**config.mk**
```make
export PLATFORM = sky130hd
export DESIGN_NAME = d_response_decoder
export DESIGN_NICKNAME = d
export VERILOG_FILES = /design/src/tl_msg_pkg.sv /design/src/l1_side_pkg.sv /design/src/d_response_decoder.sv
export VERILOG_INCLUDE_DIRS = /design/src
export SDC_FILE = /design/constraint.sdc
export NUM_CORES = 1
export LEC_CHECK = 0
export BUFFER_PORTS_ARGS = -buffer_cell sky130_fd_sc_hd__buf_2
export CORE_AREA = 5 5 411 413
export DETAILED_ROUTE_END_ITERATION = 6
export DIE_AREA = 0 0 416 418
export SLEW_MARGIN = 15
export SYNTH_ARGS = -nofsm -noshare
export SYNTH_HDL_FRONTEND = slang
export SYNTH_SLANG_ARGS = --single-unit
```
**constraint.sdc**
```tcl
create_clock -name clk -period 0.8 [get_ports clk]
set_input_delay 0.08 -clock clk [delete_from_list [all_inputs] [get_ports clk]]
set_output_delay 0.08 -clock clk [all_outputs]
set_load 0.01 [all_outputs]
```
**src/tidc_params.svh**
```systemverilog
// TIDC width definitions
`ifndef TIDC_PARAMS_SVH
`define TIDC_PARAMS_SVH

// ==================================================
// Address and data
// ==================================================

// Physical address width
`define TIDC_ADDR_W 64

// One full cache line per beat
`define TIDC_DATA_W 512

// ==================================================
// TileLink identifiers
// ==================================================

// Source ID width, 16 IDs in the pool
`define TIDC_SRC_W 4

// Sink ID width as issued by the L2
`define TIDC_SINK_W 4

// ==================================================
// TileLink fields
// ==================================================

// Param field, carries the permission code
`define TIDC_PARAM_W 3

`endif

```
**src/tl_msg_pkg.sv**
```systemverilog
// TileLink message types
`include "tidc_params.svh"

package tl_msg_pkg;

    // ==================================================
    // Channel A opcodes
    // ==================================================
    typedef enum logic [2:0] {
        a_put_full_data = 3'd0,
        a_get           = 3'd4,
        a_acquire_block = 3'd6
    } a_opcode_t;

    // ==================================================
    // Channel C opcodes
    // ==================================================
    typedef enum logic [2:0] {
        c_release      = 3'd6,
        c_release_data = 3'd7
    } c_opcode_t;

    // ==================================================
    // Channel D opcodes
    // ==================================================
    typedef enum logic [2:0] {
        d_access_ack      = 3'd0,
        d_access_ack_data = 3'd1,
        d_grant           = 3'd4,
        d_grant_data      = 3'd5,
        d_release_ack     = 3'd6
    } d_opcode_t;

    // Permission code, carried through from the L1 untouched
    // (NtoB, NtoT, BtoT on acquire, TtoN, BtoN on release)
    typedef logic [`TIDC_PARAM_W-1:0] tl_param_t;

endpackage

```
**src/l1_side_pkg.sv**
```systemverilog
// L1 side request types
package l1_side_pkg;

    // Request kinds issued by the L1 controller
    typedef enum logic [2:0] {
        req_read_miss      = 3'd0,
        req_write_miss     = 3'd1,
        req_write_back     = 3'd2,
        req_uncached_read  = 3'd3,
        req_uncached_write = 3'd4
    } l1_req_type_t;

    // ==================================================
    // Response the FSM is currently waiting for
    // ==================================================
    typedef enum logic [1:0] {
        wait_none        = 2'd0,
        wait_grant       = 2'd1,
        wait_release_ack = 2'd2,
        wait_access_ack  = 2'd3
    } wait_kind_t;

endpackage

```
**src/d_response_decoder.sv**
```systemverilog
// Channel D response decoder
`include "tidc_params.svh"

module d_response_decoder (
    input  logic                    clk,
    input  logic                    rst_n,
    input  logic                    d_valid,
    input  tl_msg_pkg::d_opcode_t   d_opcode,
    input  logic [`TIDC_SRC_W-1:0]  d_source,
    input  logic [`TIDC_SINK_W-1:0] d_sink,
    input  logic [`TIDC_DATA_W-1:0] d_data,
    input  logic                    d_error,
    input  l1_side_pkg::wait_kind_t wait_kind,
    input  logic [`TIDC_SRC_W-1:0]  cur_source,
    output logic                    d_match,
    output logic [`TIDC_SINK_W-1:0] match_sink,
    output logic                    data_to_l1_valid,
    output logic [`TIDC_DATA_W-1:0] data_to_l1_data,
    output logic                    data_to_l1_error
);

    logic kind_ok;
    logic has_data;

    // ==================================================
    // Beat classification
    // ==================================================
    always_comb begin
        case (wait_kind)
            l1_side_pkg::wait_grant: begin
                kind_ok = (d_opcode == tl_msg_pkg::d_grant) ||
                          (d_opcode == tl_msg_pkg::d_grant_data);
            end
            l1_side_pkg::wait_release_ack: begin
                kind_ok = (d_opcode == tl_msg_pkg::d_release_ack);
            end
            l1_side_pkg::wait_access_ack: begin
                kind_ok = (d_opcode == tl_msg_pkg::d_access_ack) ||
                          (d_opcode == tl_msg_pkg::d_access_ack_data);
            end
            default: kind_ok = 1'b0;
        endcase
    end

    // Only the outstanding source is of interest
    assign d_match    = d_valid && kind_ok && (d_source == cur_source);
    assign match_sink = d_sink;

    // Opcodes that carry a cache line
    assign has_data = (d_opcode == tl_msg_pkg::d_grant_data) ||
                      (d_opcode == tl_msg_pkg::d_access_ack_data);

    // ==================================================
    // Data return to the L1, one cycle after the beat
    // ==================================================
    always_ff @(posedge clk or negedge rst_n) begin
        if (!rst_n) begin
            data_to_l1_valid <= 1'b0;
        end else begin
            data_to_l1_valid <= d_match && has_data;
        end
    end

    always_ff @(posedge clk) begin
        if (d_match && has_data) begin
            data_to_l1_data  <= d_data;
            data_to_l1_error <= d_error;
        end
    end

endmodule

```
# [Yosys cells after proc, flatten, opt, wreduce, memory -nomap -nowiden]
# Cells that the tools add are included.
[word_totals] regBits=514 elab_cells=19
[op_classes] eq_ne=8 mux=1 n_reduce_logical=7
[op_table] operator="== test 3 bit, second input constant" n=3
[op_table] operator="== test 2 bit, second input constant" n=2
[op_table] operator="== test 4 bit" n=1
[op_table] operator="== test 3 x 1 -> 1 bit, second input constant" n=1
[op_table] operator="logical AND 1 bit" n=3
[op_table] operator="logical NOT 3 bit" n=1
[op_table] operator="logical OR 1 bit" n=3
[op_table] operator="case mux 1 bit (3 select lines)" n=1
[op_table] operator="== test 2 x 1 -> 1 bit, second input constant" n=1

# [Longest topological paths before layout]
# Gate-level depths: netlist of run 1.
[logic_depth] ltp_word=6 depth_mapped=3 depth_no_buf=3

# [Worst setup path before layout of run 1]
# No wires, ideal clock.
[synth_path] path_type="in2reg" from="in cur_source[2]" to="reg data_to_l1_valid" setup_ns=3.635 arrival_time_ns=34.963 required_ns=-2.835 path_slack_ns=-37.798 path_stages=3 n_path_buf=0 cell_sequence="xnor2_1 > nand3_1 > nor3_1"
[synth_between] elab_chain_cells=3
[synth_rtl] item="from (decl)" line_no="d_response_decoder.sv:14" source="input logic [`TIDC_SRC_W-1:0] cur_source,"
[synth_rtl] item="== test 4 bit" line_no="d_response_decoder.sv:46" source="assign d_match = d_valid && kind_ok && (d_source == cur_source);"
[synth_rtl] item="logical AND 1 bit" line_no="d_response_decoder.sv:46"
[synth_rtl] item="logical AND 1 bit" line_no="d_response_decoder.sv:60" source="data_to_l1_valid <= d_match && has_data;"
[synth_rtl] item="to (signal assigned)" line_no="d_response_decoder.sv:60"
[synth_rtl] item="to (decl)" line_no="d_response_decoder.sv:17" source="output logic data_to_l1_valid,"
# No other way between the ends.
# A chain may end at the register's enable or synchronous reset.

# [Worst setup path in the final report of run 1]
[layout_path] from="reg data_to_l1_data[28]" to="out data_to_l1_data[28]"
[layout_lines] item="from (decl)" line_no="d_response_decoder.sv:18" source="output logic [`TIDC_DATA_W-1:0] data_to_l1_data,"
[layout_lines] item="from (signal assigned)" line_no="d_response_decoder.sv:66" source="data_to_l1_data <= d_data;"
# No word-level cell between the ends.

==> results of run 1 <==
repair_timing:
item,4_1_cts,5_1_grt
resized for setup,391,205
hold buffers,515,0
gates cloned,21,36
setup endpoints to repair,1029,1029
pin swaps,4,3
hold endpoints to repair,514,0
setup buffers,31,24
registers in the layout, indices dropped and copies added, names as in the netlist:
signal and cells:
data_to_l1_error 1, data_to_l1_valid 1, data_to_l1_data 512
cells in the final DEF, fill, tap and decap left out, types with 16 or more instances in the layout:
master         Yosys  layout
edfxtp_1         513     513
buf_2              0     789
buf_8              0      20
buf_12             0      47
buf_4              4      22
buf_6              0     266
buf_16             0      16
dlygate4sd3_1      0     515
clkbuf_16          0      84
diode_2            0      21
kinds of logic after synthesis:
family,share of synthesized area
buffers and inverters,0.002251
AND/OR/NAND/NOR,0.003457
flip-flops,0.9914
AO/OA/AOI/OAI,0.0006432
XOR/XNOR,0.002251
per-layer routing:
layer  wire, µm  part of all wire  GRT usage
met5        109           0.00080          0
met4       4323             0.032    0.03427
met3      17950              0.13    0.07752
met2      68680              0.50     0.2605
met1      45660              0.33     0.1522
per-stage QoR:
stage / total power [mW] / setup WS [ps] / TNS (ps)
after floorplan: 30.40 / -12750 / -6345950
after global placement: 32.29 / -1342 / -649170
after detailed placement: 32.30 / -1301 / -628240
after CTS: 60.30 / -748.2 / -525220
after global routing: 61.70 / -731.9 / -550900
final: 59.78 / -661.6 / -521350
worst max path at each step:
| stage | startpoint | to | cells after the start |
|---|---|---|---|
| 2_1_floorplan | wait_kind[1] | data_to_l1_valid | 3 |
| 3_3_place_gp | wait_kind[0] | data_to_l1_data[314] | 7 |
| 3_5_place_dp | wait_kind[0] | data_to_l1_data[83] | 7 |
| 4_1_cts | data_to_l1_data[197] | data_to_l1_data[197] | 1 |
| 5_1_grt | data_to_l1_data[56] | data_to_l1_data[56] | 1 |
| 6_report | data_to_l1_data[28] | data_to_l1_data[28] | 1 |
final cells by class:
cell class | instances | area [µm²] | share of cell area
Clock buffer | 68 | 1446 | 0.04157
Inverter | 1 | 7.507 | 0.0002158
Timing Repair Buffer | 1703 | 14650 | 0.4209
Antenna cell | 21 | 52.55 | 0.001510
Sequential cell | 514 | 15430 | 0.4435
Multi-Input combinational cell | 14 | 146.4 | 0.004207
Clock inverter | 34 | 326.6 | 0.009385
Tap cell | 2189 | 2739 | 0.07872
where the power goes:
part	leakage, nW	switching [mW]	internal (mW)
Combinational	8.05	1.84	2.75
Sequential	4.62	0.0474	29.7
Clock	0.861	11.2	14.2
==> out/results.ini, run 1 <==
[global_routing]
grt_max_degree = 83
grt_pass1_wl_mm = 164.2
grt_pass1_vias = 14893
grt_use_total = 0.1464
antenna_found_initial = 127
grt.overflow.total = 0

[die]
coreArea_um2 = 164400
chipWidth_um = 416
dieArea_um2 = 173900
rows = 149
die_h_um = 418
num_io_pins = 1052
initial_core_util = 0.09465

[critical_path]
start_kind = register
worstPathCellList = buf_2
crit_arrival_ps = 1380
cp_slowest_cell = edfxtp_1
worst_path_largest_cell_delay_ps = 530
critPathRequiredTime_ps = 720
crit_path_max_fanout = 1
cp_num_buf_inv = 1
setup.worst_path.end_class = output port
critPathKind = register to output port
critPathTopFamily = flip-flops

[logic_synthesis]
synth_edf_count = 513
synth_area_leaders = edfxtp_1 (99%), xnor2_1 (0.23%), buf_4 (0.19%)
ys_top_cells_by_count = edfxtp_1 (513), buf_4 (4), xnor2_1 (4)
synthFlopType = edfxtp_1
syn_area_per_cell_um2 = 29.20
synth_top_area_share = 0.9898
ys_types = 12
synthArstFlopShare = 0.001946
netlist_area_um2 = 15560
synth.ff_latch_count = 514
syn_nets = 1066
synth.most_common_cell = edfxtp_1
syn_inst = 533
ys_warn_count = 0
yosysTopAreaCell = edfxtp_1
seq_area_frac_synth = 0.9914

[job]
maxCapViolCount = 0

[detailed_routing]
via_per_inst = 3.165
drtAntennaViolNets = 0
drt_pass1_iterations = 5
post_drt_wl_per_cell_um = 30.09
drc_errors = 0
routed_wl_mm = 136.7
vias = 14384
initialDrtViolationCount = 1280

[clock_network]
cts_buffers = 56
cts_tree = built
clkSinkCount = 514
cts.htree.levels = 2
ctsLongestPathBuffers = 3
path_clk_slew_ps = 60
cts-root-buf = clkbuf_16

[timing]
relSlewSlack = 0.7943
hold_viol = 0
period_share = 1.827
rsz0062_at_grt = true
max_freq_mhz = 684.2
setup_ws_ps = -661.6
period_needed_ps = 1462
max_slew.worst_pin.slew_ps = 308.5
hold_slack_ps = 125.1
drv_slew = 0
setup_viol = 1029

[run_status]
violations = setup timing
status = finished, violations left

[placed_design]
gp_congestion = 0.9405
port_buffers = 1043
dp_hpwl_mm = 113.4
placed_area_um2 = 24270
dp_cells = 3817

[layout]
layout.cells.non_filler = 4544
nets = 2823
drive_gt1_frac = 0.5458
area_growth_syn_to_layout_pct = 123.6
post-route-util = 0.2116
finish.instance_area_um2 = 34790
fillers = 17408

[power_and_ir_drop]
p_leak_nw = 13.53
power_density_nw_per_um2 = 1718
max-vdd-ir-drop_v = 0.001598

[min_path]
min-delay-start = d_data[88]
hp-class = input port to register
holdPathStages = 2
hold_path_end = data_to_l1_data[88]

Power figures use the tool's default switching activity.
==> inputs of run 2 (changes only) <==
- ABC_AREA: default -> 1
- CORE_AREA: 5 5 411 413 -> 5 5 412 414
- DIE_AREA: 0 0 416 418 -> 0 0 417 419
==> run 2 against run 1 <==
Net effect:
- synthesized area is 0.29% higher
- via count decreased by 2.7%
- largest power group is now clock
- maximum frequency shrank 2.5%
- the flow still finishes with violations (setup timing)
- worst hold slack worse by 26 ps
- largest cell class unchanged
- flip-flop and latch count unchanged
- critical path type unchanged
- clock power rose by 18%
- power up 7.8%
==> out/results.ini, run 2 <==
[power_and_ir_drop]
max-vdd-ir-drop_v = 0.001677
power_density_nw_per_um2 = 1911
p_leak_nw = 13.20
finalPower_mw = 64.43

[die]
coreArea_um2 = 165900
initial_core_util = 0.09408
dieArea_um2 = 174700
die_h_um = 419
num_io_pins = 1052
rows = 150
chipWidth_um = 417

[logic_synthesis]
ys_top_cells_by_count = edfxtp_1 (513), nand2_1 (15), inv_1 (12)
syn_nets = 1088
synthArstFlopShare = 0.001946
yosysTopAreaCell = edfxtp_1
syn_area_per_cell_um2 = 28.12
synth_area_leaders = edfxtp_1 (99%), nand2_1 (0.36%), inv_1 (0.29%)
netlist_area_um2 = 15610
synth_top_area_share = 0.9869
ys_warn_count = 0
synth.most_common_cell = edfxtp_1
synth.ff_latch_count = 514
synth_edf_count = 513
syn_inst = 555
synthFlopType = edfxtp_1
ys_types = 9
seq_area_frac_synth = 0.9885

[detailed_routing]
drc_errors = 0
routed_wl_mm = 127.0
post_drt_wl_per_cell_um = 27.96
drt_pass1_iterations = 5
drtAntennaViolNets = 0
initialDrtViolationCount = 1325
vias = 13990
via_per_inst = 3.081

[timing]
max_freq_mhz = 667.1
period_share = 1.874
max_slew.worst_pin.slew_ps = 400.4
rsz0062_at_grt = true
setup_ws_ps = -698.9
relSlewSlack = 0.7322
period_needed_ps = 1499
setup_viol = 1018
hold_viol = 0
drv_slew = 0

[critical_path]
crit_path_max_fanout = 1
setup.worst_path.end_class = output port
critPathKind = register to output port
crit_arrival_ps = 1420
worstPathCellList = buf_2
critPathRequiredTime_ps = 720
worst_path_largest_cell_delay_ps = 550
start_kind = register
cp_num_buf_inv = 1
critPathTopFamily = flip-flops
cp_slowest_cell = edfxtp_1

[layout]
seqCellArea_um2 = 15430
nets = 2802
layout.cells.non_filler = 4541
largest_reg_flops = 512
top_regs = data_to_l1_data: 512 flops, data_to_l1_error: 1 flops, data_to_l1_valid: 1 flops
mostFrequentLayoutCell = buf_2
area_growth_syn_to_layout_pct = 116.0
multiInputGateArea_um2 = 122.6
layout_common_cells = buf_2 (838), dlygate4sd3_1 (515), edfxtp_1 (513), buf_6 (205), clkbuf_16 (70)
post-route-util = 0.2032
fillers = 17756
top_register = data_to_l1_data
drive_gt1_frac = 0.5414
finish.instance_area_um2 = 33720

[job]
maxCapViolCount = 0

[global_routing]
grt_pass1_wl_mm = 153.6
grt_pass1_vias = 14357
antenna_found_initial = 117
grt_max_degree = 31
grt_use_total = 0.1365
grt.overflow.total = 0

[min_path]
hp-class = input port to register

[placed_design]
dp_hpwl_mm = 108.0
gp_congestion = 1.014
placed_area_um2 = 24150
port_buffers = 1043
dp_cells = 3852

[run_status]
violations = setup timing
status = finished, violations left

[clock_network]
path_clk_slew_ps = 70
clkSinkCount = 514
cts_buffers = 59
cts_tree = built
cts.htree.levels = 2
cts-root-buf = clkbuf_16
ctsLongestPathBuffers = 3

==> run 2: cell count changes after synthesis, moves of 2 or more <==
| cell | change |
|---|---|
| inv_1 | +12 |
| nand2_1 | +15 |
| nand2b_1 | -2 |
| nor2_1 | +6 |
| nor3_1 | -2 |
| xnor2_1 | -4 |
==> run 2: kinds of logic (layout without fill, tap and decap cells) <==
group,Yosys count,in the layout,synth area share
other,0,17,0
buffers and inverters,16,1781,0.004809
DFF,514,514,0.9885
and+or+nand+nor,24,24,0.006332
AOI/OAI and AO/OA,1,1,0.0003203
==> run 2: report_power, final <==
group | internal (mW) | switching, mW | leakage (nW) | total [mW]
Clock | 17.8 | 12.2 | 1.02 | 30.1
Combinational | 2.73 | 1.88 | 7.56 | 4.61
Sequential | 29.7 | 0.0531 | 4.62 | 29.7
==> run 2: what timing repair did <==
item / CTS / global route
hold buffers: 515 / 0
endpoints found under the setup margin: 1021 / 1018
cloned: 6 / 12
buffers inserted: 16 / 13
hold endpoints to repair: 514 / 0
pin swaps: 2 / 2
resized for setup: 320 / 79
==> run 2: cell type report <==
cell class / count / area share
antenna: 17 / 0.001262
clock buffer: 62 / 0.04475
clock inverter: 50 / 0.01978
inverter: 12 / 0.001633
multi-input combinational: 25 / 0.003636
sequential: 514 / 0.4576
tap: 2204 / 0.08178
timing repair buffer: 1657 / 0.3896
==> run 2: metrics by stage <==
step	hold slack (ps)	setup TNS [ps]	setup WS [ps]
2_1_floorplan	-215.6	-6263830	-12590
3_3_place_gp	-139.7	-484130	-1024
3_5_place_dp	-141.3	-476170	-1009
4_1_cts	39.44	-384870	-767.7
5_1_grt	69.28	-427920	-739.0
6_report	98.63	-394320	-698.9
==> run 2: layer usage <==
| layer | wire length [µm] | global-route usage | part of all wire |
|---|---|---|---|
| met2 | 62980 | 0.2395 | 0.50 |
| met5 | 120 | 0 | 0.00095 |
| met1 | 42110 | 0.1417 | 0.33 |
| met3 | 16930 | 0.07105 | 0.13 |
| met4 | 4833 | 0.04089 | 0.038 |
==> run 2: worst paths after layout <==
kind                                 startpoint                   end  slack [ps]  cells after the start
max                        data_to_l1_data[178]  data_to_l1_data[178]        -700                      1
min in group asynchronous                 rst_n      data_to_l1_valid         320                      3
max in group asynchronous                 rst_n      data_to_l1_valid         380                      3
min                                  d_data[19]   data_to_l1_data[19]         100                      2
