### src/tidc_params.svh
// TIDC width definitions
`ifndef TIDC_PARAMS_SVH
`define TIDC_PARAMS_SVH

// ==================================================
// Address and data
// ==================================================

// Physical address width
`define TIDC_ADDR_W 64

// One full cache line per beat
`define TIDC_DATA_W 512

// ==================================================
// TileLink identifiers
// ==================================================

// Source ID width, 16 IDs in the pool
`define TIDC_SRC_W 4

// Sink ID width as issued by the L2
`define TIDC_SINK_W 4

// ==================================================
// TileLink fields
// ==================================================

// Param field, carries the permission code
`define TIDC_PARAM_W 3

`endif

### src/source_id_pool.sv
// Rotating source ID pool
`include "tidc_params.svh"

module source_id_pool (
    input  logic                   clk,
    input  logic                   rst_n,
    input  logic                   alloc,
    input  logic                   free,
    output logic [`TIDC_SRC_W-1:0] cur_source,
    output logic                   avail
);

    // Next ID to hand out, wraps naturally at 2**TIDC_SRC_W
    logic [`TIDC_SRC_W-1:0] next_id;
    logic                   busy;

    // ==================================================
    // Allocation counter
    // ==================================================
    always_ff @(posedge clk or negedge rst_n) begin
        if (!rst_n) begin
            next_id    <= '0;
            cur_source <= '0;
        end else if (alloc) begin
            cur_source <= next_id;
            next_id    <= next_id + 1'b1;
        end
    end

    // Busy flag, one outstanding transaction at most
    always_ff @(posedge clk or negedge rst_n) begin
        if (!rst_n) begin
            busy <= 1'b0;
        end else if (alloc) begin
            busy <= 1'b1;
        end else if (free) begin
            busy <= 1'b0;
        end
    end

    assign avail = !busy;

endmodule

### config.mk
export PLATFORM = sky130hd
export DESIGN_NAME = source_id_pool
export DESIGN_NICKNAME = d
export VERILOG_FILES = /design/src/source_id_pool.sv
export VERILOG_INCLUDE_DIRS = /design/src
export SDC_FILE = /design/constraint.sdc
export NUM_CORES = 1
export LEC_CHECK = 0
export ABC_AREA = 1
export BUFFER_PORTS_ARGS = -buffer_cell sky130_fd_sc_hd__buf_2
export CORE_AREA = 5 5 42 44
export DETAILED_ROUTE_END_ITERATION = 6
export DIE_AREA = 0 0 47 49
export GPL_TIMING_DRIVEN = 0
export PLACE_DENSITY = 0.6
export SYNTH_ARGS = -nofsm -noshare
export SYNTH_HDL_FRONTEND = slang
export SYNTH_SLANG_ARGS = --single-unit
### constraint.sdc
create_clock -name clk -period 1 [get_ports clk]
set_input_delay 0.05 -clock clk [delete_from_list [all_inputs] [get_ports clk]]
set_output_delay 0.05 -clock clk [all_outputs]
set_load 0.01 [all_outputs]
# After elaboration in Yosys (flattened, before gate mapping)
# Index checks and enable logic that the tools add are counted.
# Widths: inputs -> output; s select.
dict set report word_totals {
  regBits 9
  latchBits 0
  mem_bits_rw 0
  rom_bits 0
  wordCells 8
  mem_count 0
}
dict set report op_classes {
  addsub 1
  multipliers 0
  div 0
  order_cmp 0
  n_eq_ne 0
  n_shift 0
  n_mux 2
  bitwise_logic 0
  reduce_logical 2
}
# op n
set ops {}
lappend ops {{$add 4x1->4 const B} 1}
lappend ops {{$mux 1} 2}
lappend ops {{$reduce_bool 2->1} 1}
lappend ops {{$logic_not 1->1} 1}

# Depth between registers and ports, before layout
# Gate-level depths: netlist of the first run.
dict set report depth {
  depth_word 2
  mapped_depth 5
  ltp_nobuf 4
}

# Worst setup path after synthesis of the first run
# Ideal clock, no wire load.
dict set report synth_path {
  path_kind {reg-to-reg}
  start {register next_id[0]}
  end {register next_id[2]}
  setup_time_ns 0.118
  arrival_time_ns 0.828
  t_required_ns 0.882
  slack_ns 0.054
  stages_incl_launch_ff 5
  synth_period_minus_slack_ns 0.946
  path_cell_list {dfrtp_1 -> ha_1 -> nand2_1 -> xor2_1 -> inv_1}
}
dict set report synth_between {
  elab_chain_cells 1
}
# element line_no
set synth_rtl {}
lappend synth_rtl {{from (decl)} source_id_pool.sv:14} ;# logic [`TIDC_SRC_W-1:0] next_id;
lappend synth_rtl {{from (signal assigned)} source_id_pool.sv:26} ;# next_id <= next_id + 1'b1;
lappend synth_rtl {{$add 4x1->4} source_id_pool.sv:26}
# Every way passes these cells.
# A chain may end at the register's enable or synchronous reset.

# Final worst setup path of the first run
dict set report layout_path {
  start {register next_id[1]}
  end {register next_id[2]}
}
# The elaborated chain is that of the path after synthesis.

==> results of run 1 <==
==> area by class of cell <==
class | count | share of cell area
Tap cell | 16 | 0.0398
Inverter | 4 | 0.0299
Buffer | 1 | 0.0224
Sequential cell | 9 | 0.448
Clock buffer | 4 | 0.0522
Timing Repair Buffer | 12 | 0.159
Multi-Input combinational cell | 24 | 0.249
==> worst register-to-register path, cell delays in order (launching register included) <==
cell     delay (ps)
dfrtp_1         400
ha_2            170
nand2_1          60
xor2_1          150
inv_1            50
==> cells in the mapped netlist <==
| cell type | instances | share of area |
|---|---|---|
| ha_1 | 1 | 0.033 |
| nand2_4 | 1 | 0.030 |
| dfrtp_1 | 9 | 0.60 |
| buf_6 | 1 | 0.030 |
| o21ai_1 | 2 | 0.027 |
| nand2_1 | 16 | 0.16 |
| inv_2 | 1 | 0.010 |
| nor2_2 | 1 | 0.017 |
| xor2_1 | 2 | 0.047 |
| inv_1 | 3 | 0.030 |
| o21ai_0 | 1 | 0.013 |
==> registers in the layout, summed over array words and instances, names as in the netlist <==
register and flops:
busy 1, next_id 4, cur_source 4
==> routing by layer <==
| layer | vias to the layer above | GRT usage |
|---|---|---|
| li1 | 146 | - |
| met1 | 126 | 0.0766 |
| met2 | 10 | 0.0837 |
| met3 | 2 | 0.0332 |
| met4 | 0 | 0.0415 |
| met5 | - | 0 |
==> worst min-delay path by stage <==
stage	from	to	slack (ps)	cells after the start
6_report	rst_n	next_id[2]$_DFFE_PN0P_	160	2
2_1_floorplan	rst_n	busy$_DFFE_PN0P_	-250	0
3_3_place_gp	rst_n	next_id[2]$_DFFE_PN0P_	-90	1
5_1_grt	rst_n	next_id[2]$_DFFE_PN0P_	180	2
3_5_place_dp	rst_n	next_id[0]$_DFFE_PN0P_	-90	1
4_1_cts	rst_n	next_id[0]$_DFFE_PN0P_	170	2
==> cells in the final DEF, fill, tap and decap left out <==
cell type	n
clkbuf_4	3
dfrtp_1	9
buf_4	2
inv_2	1
o21ai_0	1
nand2_4	1
dlygate4sd3_1	3
ha_2	1
xor2_1	2
nor2_2	1
buf_2	7
inv_1	3
clkbuf_1	1
nand2_1	16
o21ai_1	2
buf_6	1
==> power by group through the flow <==
stage	clock (mW)	sequential (mW)	combinational [mW]
finish	0.285	0.606	0.443
CTS	0.290	0.608	0.415
detailed placement	0	0.628	0.359
global route	0.317	0.621	0.514
global placement	0	0.625	0.348
floorplan	0	0.646	0.213
==> cell families after synthesis <==
logic type,share of synthesized area
AO/OA/AOI/OAI,0.0401
XOR/XNOR,0.0468
adder cells (fa/ha/maj),0.0334
buffers and inverters,0.0702
flip-flops,0.602
AND/OR/NAND/NOR,0.207
==> timing repair <==
action	4_1_cts	5_1_grt
pin swaps	0	1
hold buffers	3	0
gates resized for setup	0	1
buffers inserted	1	1
endpoints found under the hold margin	11	0
setup endpoints to repair	1	1
==> per-stage QoR <==
stage | TNS (ps) | hold WS (ps)
2_1_floorplan | 0 | -246
3_3_place_gp | -2.99 | -89.2
3_5_place_dp | 0 | -85.6
4_1_cts | 0 | 167
5_1_grt | 0 | 185
6_report | 0 | 163
==> impl_metrics.json, run 1 <==
{
  "crit_path_end": "next_id[2]$_DFFE_PN0P_",
  "post_dp_cell_area_um2": 429,
  "grt_pass1_vias": 255,
  "multiInputGateArea_um2": 125,
  "io_buffers": 7,
  "drc": 0,
  "syn_inst": 38,
  "final_core_util": 0.359,
  "synth_seq_cells": 9,
  "fin_ws_ps": 70.0,
  "fin_cells": 70,
  "htree_num_levels": 1,
  "grt_max_degree": 10,
  "drt_pass1_iterations": 4,
  "worst_slew_margin_rel": 0.865,
  "finalHoldViolations": 0,
  "p_comb_frac": 0.332,
  "reg2reg_depth": 4,
  "dieArea_um2": 2300,
  "cp_max_fo": 3,
  "drive_gt1_frac": 0.315,
  "fp.dieW_um": 47,
  "postRouteAntennaNets": 0,
  "switchingPower_uw": 452,
  "yosys_warnings": 0,
  "num_rows": 14,
  "drv_cap": 0,
  "cts_buffers": 3,
  "intPower_uw": 881,
  "place_congestion": 0.669,
  "worstSetupPathType": "reg -> reg",
  "tightest_slew_ps": 202,
  "drtIter0Drc": 3,
  "status": "finished, final reports clean",
  "synthDistinctLibCells": 11,
  "start_kind": "flip-flop",
  "wl_met1_um": 297,
  "fmax_mhz": 1080,
  "power.share.clock": 0.214,
  "hpwl_um": 468,
  "p_leak_nw": 0.271,
  "totalWireLength_um": 668,
  "seqCellArea_um2": 225,
  "power_density_nw_per_um2": 2650,
  "ff2ff_setup_slack_ps": 70,
  "coreArea_um2": 1400,
  "nFillCells": 160,
  "grt_pass1_wl_mm": 1.01,
  "cp-startpoint": "next_id[1]$_DFFE_PN0P_",
  "arrival_ps": 1090,
  "required_ps": 1160,
  "period_minus_slack_ps": 930,
  "hp-class": "in -> async",
  "antennaDiodeCount": 0,
  "design_area_um2": 503,
  "overflow": 0,
  "dp.cells": 61,
  "totalPowerFinal_mw": 1.33,
  "top_layer_used": "met4",
  "synth_area_um2": 374,
  "worst-path-buf-inv": 1,
  "syn_avg_cell_area_um2": 9.84,
  "finalMaxSlewViolations": 0,
  "drt-vias-per-instance": 4.06,
  "initial_utilization": 0.267,
  "rsz0062_at_grt": "no",
  "synth_seq_area_share": 0.602,
  "swShare": 0.339,
  "ir_worst_vdd_mv": 1.02,
  "slowest_stage": "dfrtp_1",
  "cp.depth": 4,
  "pre_cts_slack_ps": 18.3,
  "seq_power_share": 0.454,
  "worst_clock_skew_ps": 2.56,
  "vias": 284,
  "post-route-period-util": 0.930,
  "crit_path_max_incr_delay_ps": 400,
  "cts.root.buffer_cell": "clkbuf_4",
  "area_growth_pct": 34.4,
  "final_nets": 60,
  "cts.clk_slew.worst_paths_ps": 60,
  "cp_top_family": "flip-flops",
  "met2WireLength_um": 294,
  "clock_latency_ps": 260,
  "ctsLongestPathBuffers": 2,
  "grt_usage": 0.0632,
  "fp.dieH_um": 49,
  "io_pins": 9,
  "cts_tree": "yes",
  "r2r-end": "next_id[2]$_DFFE_PN0P_",
  "cp_cell_sequence": "ha_2 -> nand2_1 -> xor2_1 -> inv_1",
  "antenna_found_initial": 0,
  "synth_nets": 43,
  "end_kind": "flip-flop",
  "post_drt_wl_per_cell_um": 9.54,
  "routed-wl-met3_um": 67,
  "worstReg2RegStart": "next_id[1]$_DFFE_PN0P_",
  "setup_violations": 0,
  "clock_sinks": 9
}
(Power assumes the default switching activity.)
==> inputs of run 2 (changes only) <==
--- a/config.mk
+++ b/config.mk
@@ -8,11 +8,12 @@
 export LEC_CHECK = 0
 export ABC_AREA = 1
 export BUFFER_PORTS_ARGS = -buffer_cell sky130_fd_sc_hd__buf_2
-export CORE_AREA = 5 5 42 44
+export CORE_AREA = 10 10 47 49
 export DETAILED_ROUTE_END_ITERATION = 6
-export DIE_AREA = 0 0 47 49
+export DIE_AREA = 0 0 57 59
 export GPL_TIMING_DRIVEN = 0
 export PLACE_DENSITY = 0.6
+export REMOVE_ABC_BUFFERS = 1
 export SYNTH_ARGS = -nofsm -noshare
 export SYNTH_HDL_FRONTEND = slang
 export SYNTH_SLANG_ARGS = --single-unit
==> constraint.sdc (replaced) <==
create_clock -name clk -period 1 [get_ports clk]
set_input_delay 0.05 -clock clk [delete_from_list [all_inputs] [get_ports clk]]
set_output_delay 0.05 -clock clk [all_outputs]
set_load 0.005 [all_outputs]
==> run 2 against run 1 <==
Against the previous run:
- cell area decreased by 4.7%
- sequential power up 2%
- critical path depth did not move
- routed wire length increased by 2.1%
- setup slack worse by 32 ps
- via count shrank 4.2%
- hold slack worse by 160 ps
- count of clock-buffer cells in the layout unchanged
- largest power group unchanged
==> impl_metrics.json, run 2 (same netlist as run 1, synthesis figures left out) <==
{
  "status": "finished, final reports clean",
  "initial_utilization": 0.267,
  "final_cell_mix": "15 x nand2_1, 9 x dfrtp_1, 8 x buf_2",
  "dieArea_um2": 3360,
  "totalWireLength_um": 682,
  "worst_clock_skew_ps": 1.11,
  "totalPowerFinal_mw": 1.29,
  "fmax_mhz": 1040,
  "final_nets": 58,
  "cp_top_family": "flip-flops",
  "cts.root.buffer_cell": "clkbuf_4",
  "cts_buffers": 3,
  "r2r-end": "next_id[2]$_DFFE_PN0P_",
  "reg2reg_depth": 4,
  "finalHoldViolations": 0,
  "fp.dieW_um": 57,
  "clock_sinks": 9,
  "power_density_nw_per_um2": 2690,
  "tightest_slew_ps": 204,
  "worst-path-buf-inv": 1,
  "cp_cell_sequence": "ha_2 -> nand2_2 -> xor2_1 -> inv_1",
  "worstSetupPathType": "reg -> reg",
  "final_common_cell": "nand2_1",
  "worst_hold_slack_ps": 2.25,
  "io_buffers": 8,
  "ff2ff_setup_slack_ps": 40,
  "period_minus_slack_ps": 962,
  "place_congestion": 0.693,
  "num_rows": 14,
  "worstReg2RegStart": "next_id[0]$_DFFE_PN0P_",
  "grt_max_degree": 10,
  "worst_slew_margin_rel": 0.864,
  "top_regs": "cur_source x4, next_id x4, busy x1",
  "dp.cells": 61,
  "grt_pass1_vias": 290,
  "arrival_ps": 1110,
  "required_ps": 1140,
  "drt_pass1_iterations": 2,
  "rsz0062_at_grt": "yes",
  "grt_usage": 0.0460,
  "hold_end": "busy$_DFFE_PN0P_",
  "htree_num_levels": 1,
  "hold_path_startpoint": "free",
  "drtIter0Drc": 4,
  "end_kind": "flip-flop",
  "postRouteAntennaNets": 0,
  "drive_gt1_frac": 0.346,
  "post-route-period-util": 0.962,
  "overflow": 0,
  "post_dp_cell_area_um2": 423,
  "finalSetupTns_ps": 0,
  "hold_depth": 2,
  "fin_cells": 68,
  "design_area_um2": 479,
  "setup_violations": 0,
  "start_kind": "flip-flop",
  "cp_max_fo": 4,
  "fp.dieH_um": 59,
  "cts_tree": "yes",
  "drt-vias-per-instance": 4.00,
  "area_growth_pct": 28.1,
  "p_leak_nw": 0.261,
  "coreArea_um2": 1400,
  "finalMaxSlewViolations": 0,
  "ir_worst_vdd_mv": 1.24,
  "final_core_util": 0.342,
  "clock_latency_ps": 250,
  "grt_pass1_wl_mm": 1.15,
  "post_drt_wl_per_cell_um": 10.0,
  "crit_path_max_incr_delay_ps": 410,
  "antennaDiodeCount": 0,
  "io_pins": 9,
  "antenna_found_initial": 0,
  "drv_cap": 0,
  "vias": 272,
  "drc": 0,
  "nFillCells": 153,
  "hpwl_um": 511,
  "hp-class": "in -> reg",
  "slowest_stage": "dfrtp_1",
  "ctsLongestPathBuffers": 2,
  "cts.clk_slew.worst_paths_ps": 60,
  "fin_ws_ps": 37.6,
  "pre_cts_slack_ps": 16.3
}
[run 2: changes by cell type in the layout (fill, tap and decap cells not counted), sizes merged]
cell	delta
dlygate4sd3	-2
[run 2: worst max path at each step]
stage	depth (start not counted)	slack, ps	start	end
final	4	40	next_id[0]$_DFFE_PN0P_	next_id[2]$_DFFE_PN0P_
after global routing	4	-40	next_id[0]$_DFFE_PN0P_	next_id[2]$_DFFE_PN0P_
after CTS	4	1	next_id[0]$_DFFE_PN0P_	next_id[2]$_DFFE_PN0P_
after detailed placement	4	20	next_id[0]$_DFFE_PN0P_	next_id[2]$_DFFE_PN0P_
after global placement	4	10	next_id[0]$_DFFE_PN0P_	next_id[2]$_DFFE_PN0P_
after floorplan	4	50	next_id[0]$_DFFE_PN0P_	next_id[2]$_DFFE_PN0P_
[run 2: power breakdown]
group          switching, mW  internal, mW
Combinational          0.190         0.210
Clock                  0.115         0.153
Sequential             0.108         0.512
Total                  0.413         0.875
[run 2: timing repair]
action / in CTS / in global routing
endpoints found under the hold margin: 9 / 0
setup endpoints to repair: 0 / 1
hold buffers: 1 / 0
buffers inserted: 0 / 2
resized for setup: 0 / 2
[run 2: layout make-up]
type / instances / area (µm²) / share of cell area
tap: 16 / 20.0 / 0.0418
timing repair buffer: 11 / 65.1 / 0.136
clock buffer: 4 / 26.3 / 0.0548
inverter: 4 / 15.0 / 0.0313
multi-input combinational: 24 / 128 / 0.266
sequential: 9 / 225 / 0.470
[run 2: layer usage]
layer  share of wire  vias to the layer above  wire [µm]  global-route usage
li1                -                      142          -                   -
met1            0.47                      121        318              0.0482
met2            0.45                        9        309              0.0636
met3           0.078                        0         53              0.0408
met4               0                        0          0              0.0201
met5               0                        -          0                   0
==> inputs of run 3 (changes only) <==
--- a/config.mk
+++ b/config.mk
@@ -6,13 +6,14 @@
 export SDC_FILE = /design/constraint.sdc
 export NUM_CORES = 1
 export LEC_CHECK = 0
-export ABC_AREA = 1
 export BUFFER_PORTS_ARGS = -buffer_cell sky130_fd_sc_hd__buf_2
+export CELL_PAD_IN_SITES_DETAIL_PLACEMENT = 0
+export CELL_PAD_IN_SITES_GLOBAL_PLACEMENT = 1
 export CORE_AREA = 10 10 47 49
 export DETAILED_ROUTE_END_ITERATION = 6
 export DIE_AREA = 0 0 57 59
 export GPL_TIMING_DRIVEN = 0
-export PLACE_DENSITY = 0.6
+export PLACE_DENSITY = 0.69
 export REMOVE_ABC_BUFFERS = 1
 export SYNTH_ARGS = -nofsm -noshare
 export SYNTH_HDL_FRONTEND = slang
==> run 3 against run 2 <==
Against the previous run:
- the flow now finishes with violations (negative setup slack)
- core utilization grew 2.3 points
- setup slack lost 49 ps
- power grew 16%
- sequential share of layout area shrank 2.5 points
==> impl_metrics.json, run 3 <==
{
  "coreArea_um2": 1400,
  "synth_top_area_frac": 0.583,
  "place_congestion": 0.744,
  "required_ps": 1140,
  "synth_top_area_cell": "dfrtp_1",
  "async_flop_share": 1.00,
  "final_nets": 44,
  "antenna_found_initial": 0,
  "tightest_slew_ps": 262,
  "post_dp_cell_area_um2": 435,
  "grt_max_degree": 10,
  "yosys_warnings": 0,
  "yosysMostFrequentCell": "dfrtp_1",
  "finalSetupTns_ps": -11.8,
  "worstSetupPathType": "reg -> reg",
  "drt_pass1_iterations": 2,
  "htree_num_levels": 1,
  "pre_cts_slack_ps": -127,
  "worst_hold_slack_ps": 171,
  "drt-vias-per-instance": 3.98,
  "arrival_ps": 1150,
  "cts_buffers": 3,
  "post-route-period-util": 1.01,
  "vias": 215,
  "synth_edf_count": 0,
  "nFillCells": 145,
  "post_drt_wl_per_cell_um": 11.9,
  "initial_utilization": 0.276,
  "finalMaxSlewViolations": 0,
  "cts_tree": "yes",
  "syn_avg_cell_area_um2": 16.8,
  "finalHoldViolations": 0,
  "cts.clk_slew.worst_paths_ps": 60,
  "setup_violations": 1,
  "fp.dieW_um": 57,
  "synth_common_cells": "9 x dfrtp_1, 5 x mux2_4, 2 x xnor2_1",
  "top_regs": "cur_source x4, next_id x4, busy x1",
  "final_cell_mix": "8 x buf_2, 7 x dfrtp_1, 5 x mux2_4",
  "cts.root.buffer_cell": "clkbuf_4",
  "ir_worst_vdd_mv": 1.24,
  "period_minus_slack_ps": 1010,
  "p_leak_nw": 0.241,
  "synth_seq_area_share": 0.583,
  "drtIter0Drc": 3,
  "drc": 0,
  "end_kind": "flip-flop",
  "hp-class": "in -> async",
  "postRouteAntennaNets": 0,
  "fin_ws_ps": -11.8,
  "rsz0062_at_grt": "yes",
  "worst_slew_margin_rel": 0.825,
  "synth_seq_cells": 9,
  "grt_pass1_wl_mm": 1.13,
  "design_area_um2": 512,
  "final_common_cell": "buf_2",
  "synthTopCellsByArea": "dfrtp_1 58%, mux2_4 19%, nand4_4 5.5%",
  "area_growth_pct": 32.4,
  "fmax_mhz": 988,
  "grt_usage": 0.0430,
  "cp_max_fo": 2,
  "io_buffers": 8,
  "synthFlopType": "dfrtp_1",
  "drv_cap": 0,
  "final_core_util": 0.365,
  "start_kind": "flip-flop",
  "power_density_nw_per_um2": 2930,
  "overflow": 0,
  "ctsLongestPathBuffers": 2,
  "num_rows": 14,
  "dieArea_um2": 3360,
  "worst_clock_skew_ps": 5.89,
  "status": "finished, violations left",
  "fp.dieH_um": 59,
  "grt_pass1_vias": 251,
  "io_pins": 9,
  "synth_area_um2": 387,
  "violations": "negative setup slack",
  "antennaDiodeCount": 0,
  "syn_inst": 23,
  "clock_sinks": 9,
  "synthDistinctLibCells": 10,
  "drive_gt1_frac": 0.579,
  "totalWireLength_um": 644,
  "clock_latency_ps": 250
}
-- run 3: cell count changes in the layout (fill, tap and decap cells not counted), moves of 2 or more --
cell and change:
nand2_1 -14, mux2_4 +5, dfrtp_1 -2, dfrtp_2 +2, inv_1 -2, o21ai_1 -2, xnor2_1 +2
-- run 3: critical path, stage by stage, from the launching register on --
cell and delay, ps:
dfrtp_2 420, ha_4 230, mux2_4 240
-- run 3: final cells by class --
class | instances | area, µm² | area share
inverters | 1 | 3.75 | 0.00733
multi-input cells | 12 | 159 | 0.311
flip-flops and latches | 9 | 228 | 0.445
clock buffers | 4 | 26.3 | 0.0513
well taps | 16 | 20.0 | 0.0391
repair buffers | 12 | 75.1 | 0.147
-- run 3: repair_timing --
item                                   in CTS  in global routing
gates resized for setup                     3                  0
endpoints found under the hold margin      10                  0
hold buffers                                2                  0
setup endpoints to repair                   1                  1
pin swaps                                   1                  0
buffers inserted                            2                  0
-- run 3: where the power goes --
part           switching [mW]  internal [mW]
Clock                   0.120          0.153
Combinational           0.189          0.362
Sequential              0.130          0.545
-- run 3: path summary, 6_finish.rpt --
check | start | to | slack (ps) | depth (start not counted)
setup reg to reg | next_id[1]$_DFFE_PN0P_ | next_id[1]$_DFFE_PN0P_ | -10 | 2
hold reg to reg | next_id[3]$_DFFE_PN0P_ | next_id[3]$_DFFE_PN0P_ | 480 | 1
hold / removal | rst_n | busy$_DFFE_PN0P_ | 170 | 2
min in group clk | alloc | next_id[0]$_DFFE_PN0P_ | 180 | 2
setup / recovery | next_id[1]$_DFFE_PN0P_ | next_id[1]$_DFFE_PN0P_ | -10 | 2
max in group asynchronous | rst_n | next_id[1]$_DFFE_PN0P_ | 640 | 2
-- run 3: kinds of logic (layout without fill, tap and decap cells) --
logic type | after synthesis | count (layout) | share of synthesized area
flip-flops | 9 | 9 | 0.583
multiplexers | 5 | 5 | 0.194
XOR/XNOR | 3 | 3 | 0.0680
AND/OR/NAND/NOR | 2 | 2 | 0.0647
buffers and inverters | 2 | 17 | 0.0388
adder cells (fa/ha/maj) | 1 | 1 | 0.0324
AO/OA/AOI/OAI | 1 | 1 | 0.0194
-- run 3: metal layers --
layer	track usage	vias up	share of wire
met4	0.0302	0	0
met3	0.0279	0	0.11
met1	0.0493	103	0.45
met2	0.0558	6	0.43
met5	0	-	0
li1	-	106	-
-- run 3: per-stage QoR --
stage	cells	power, mW
4_1_cts	54	1.54
3_5_place_dp	46	1.14
5_1_grt	54	1.62
3_3_place_gp	46	1.11
2_1_floorplan	22	0.969
6_report	54	1.50
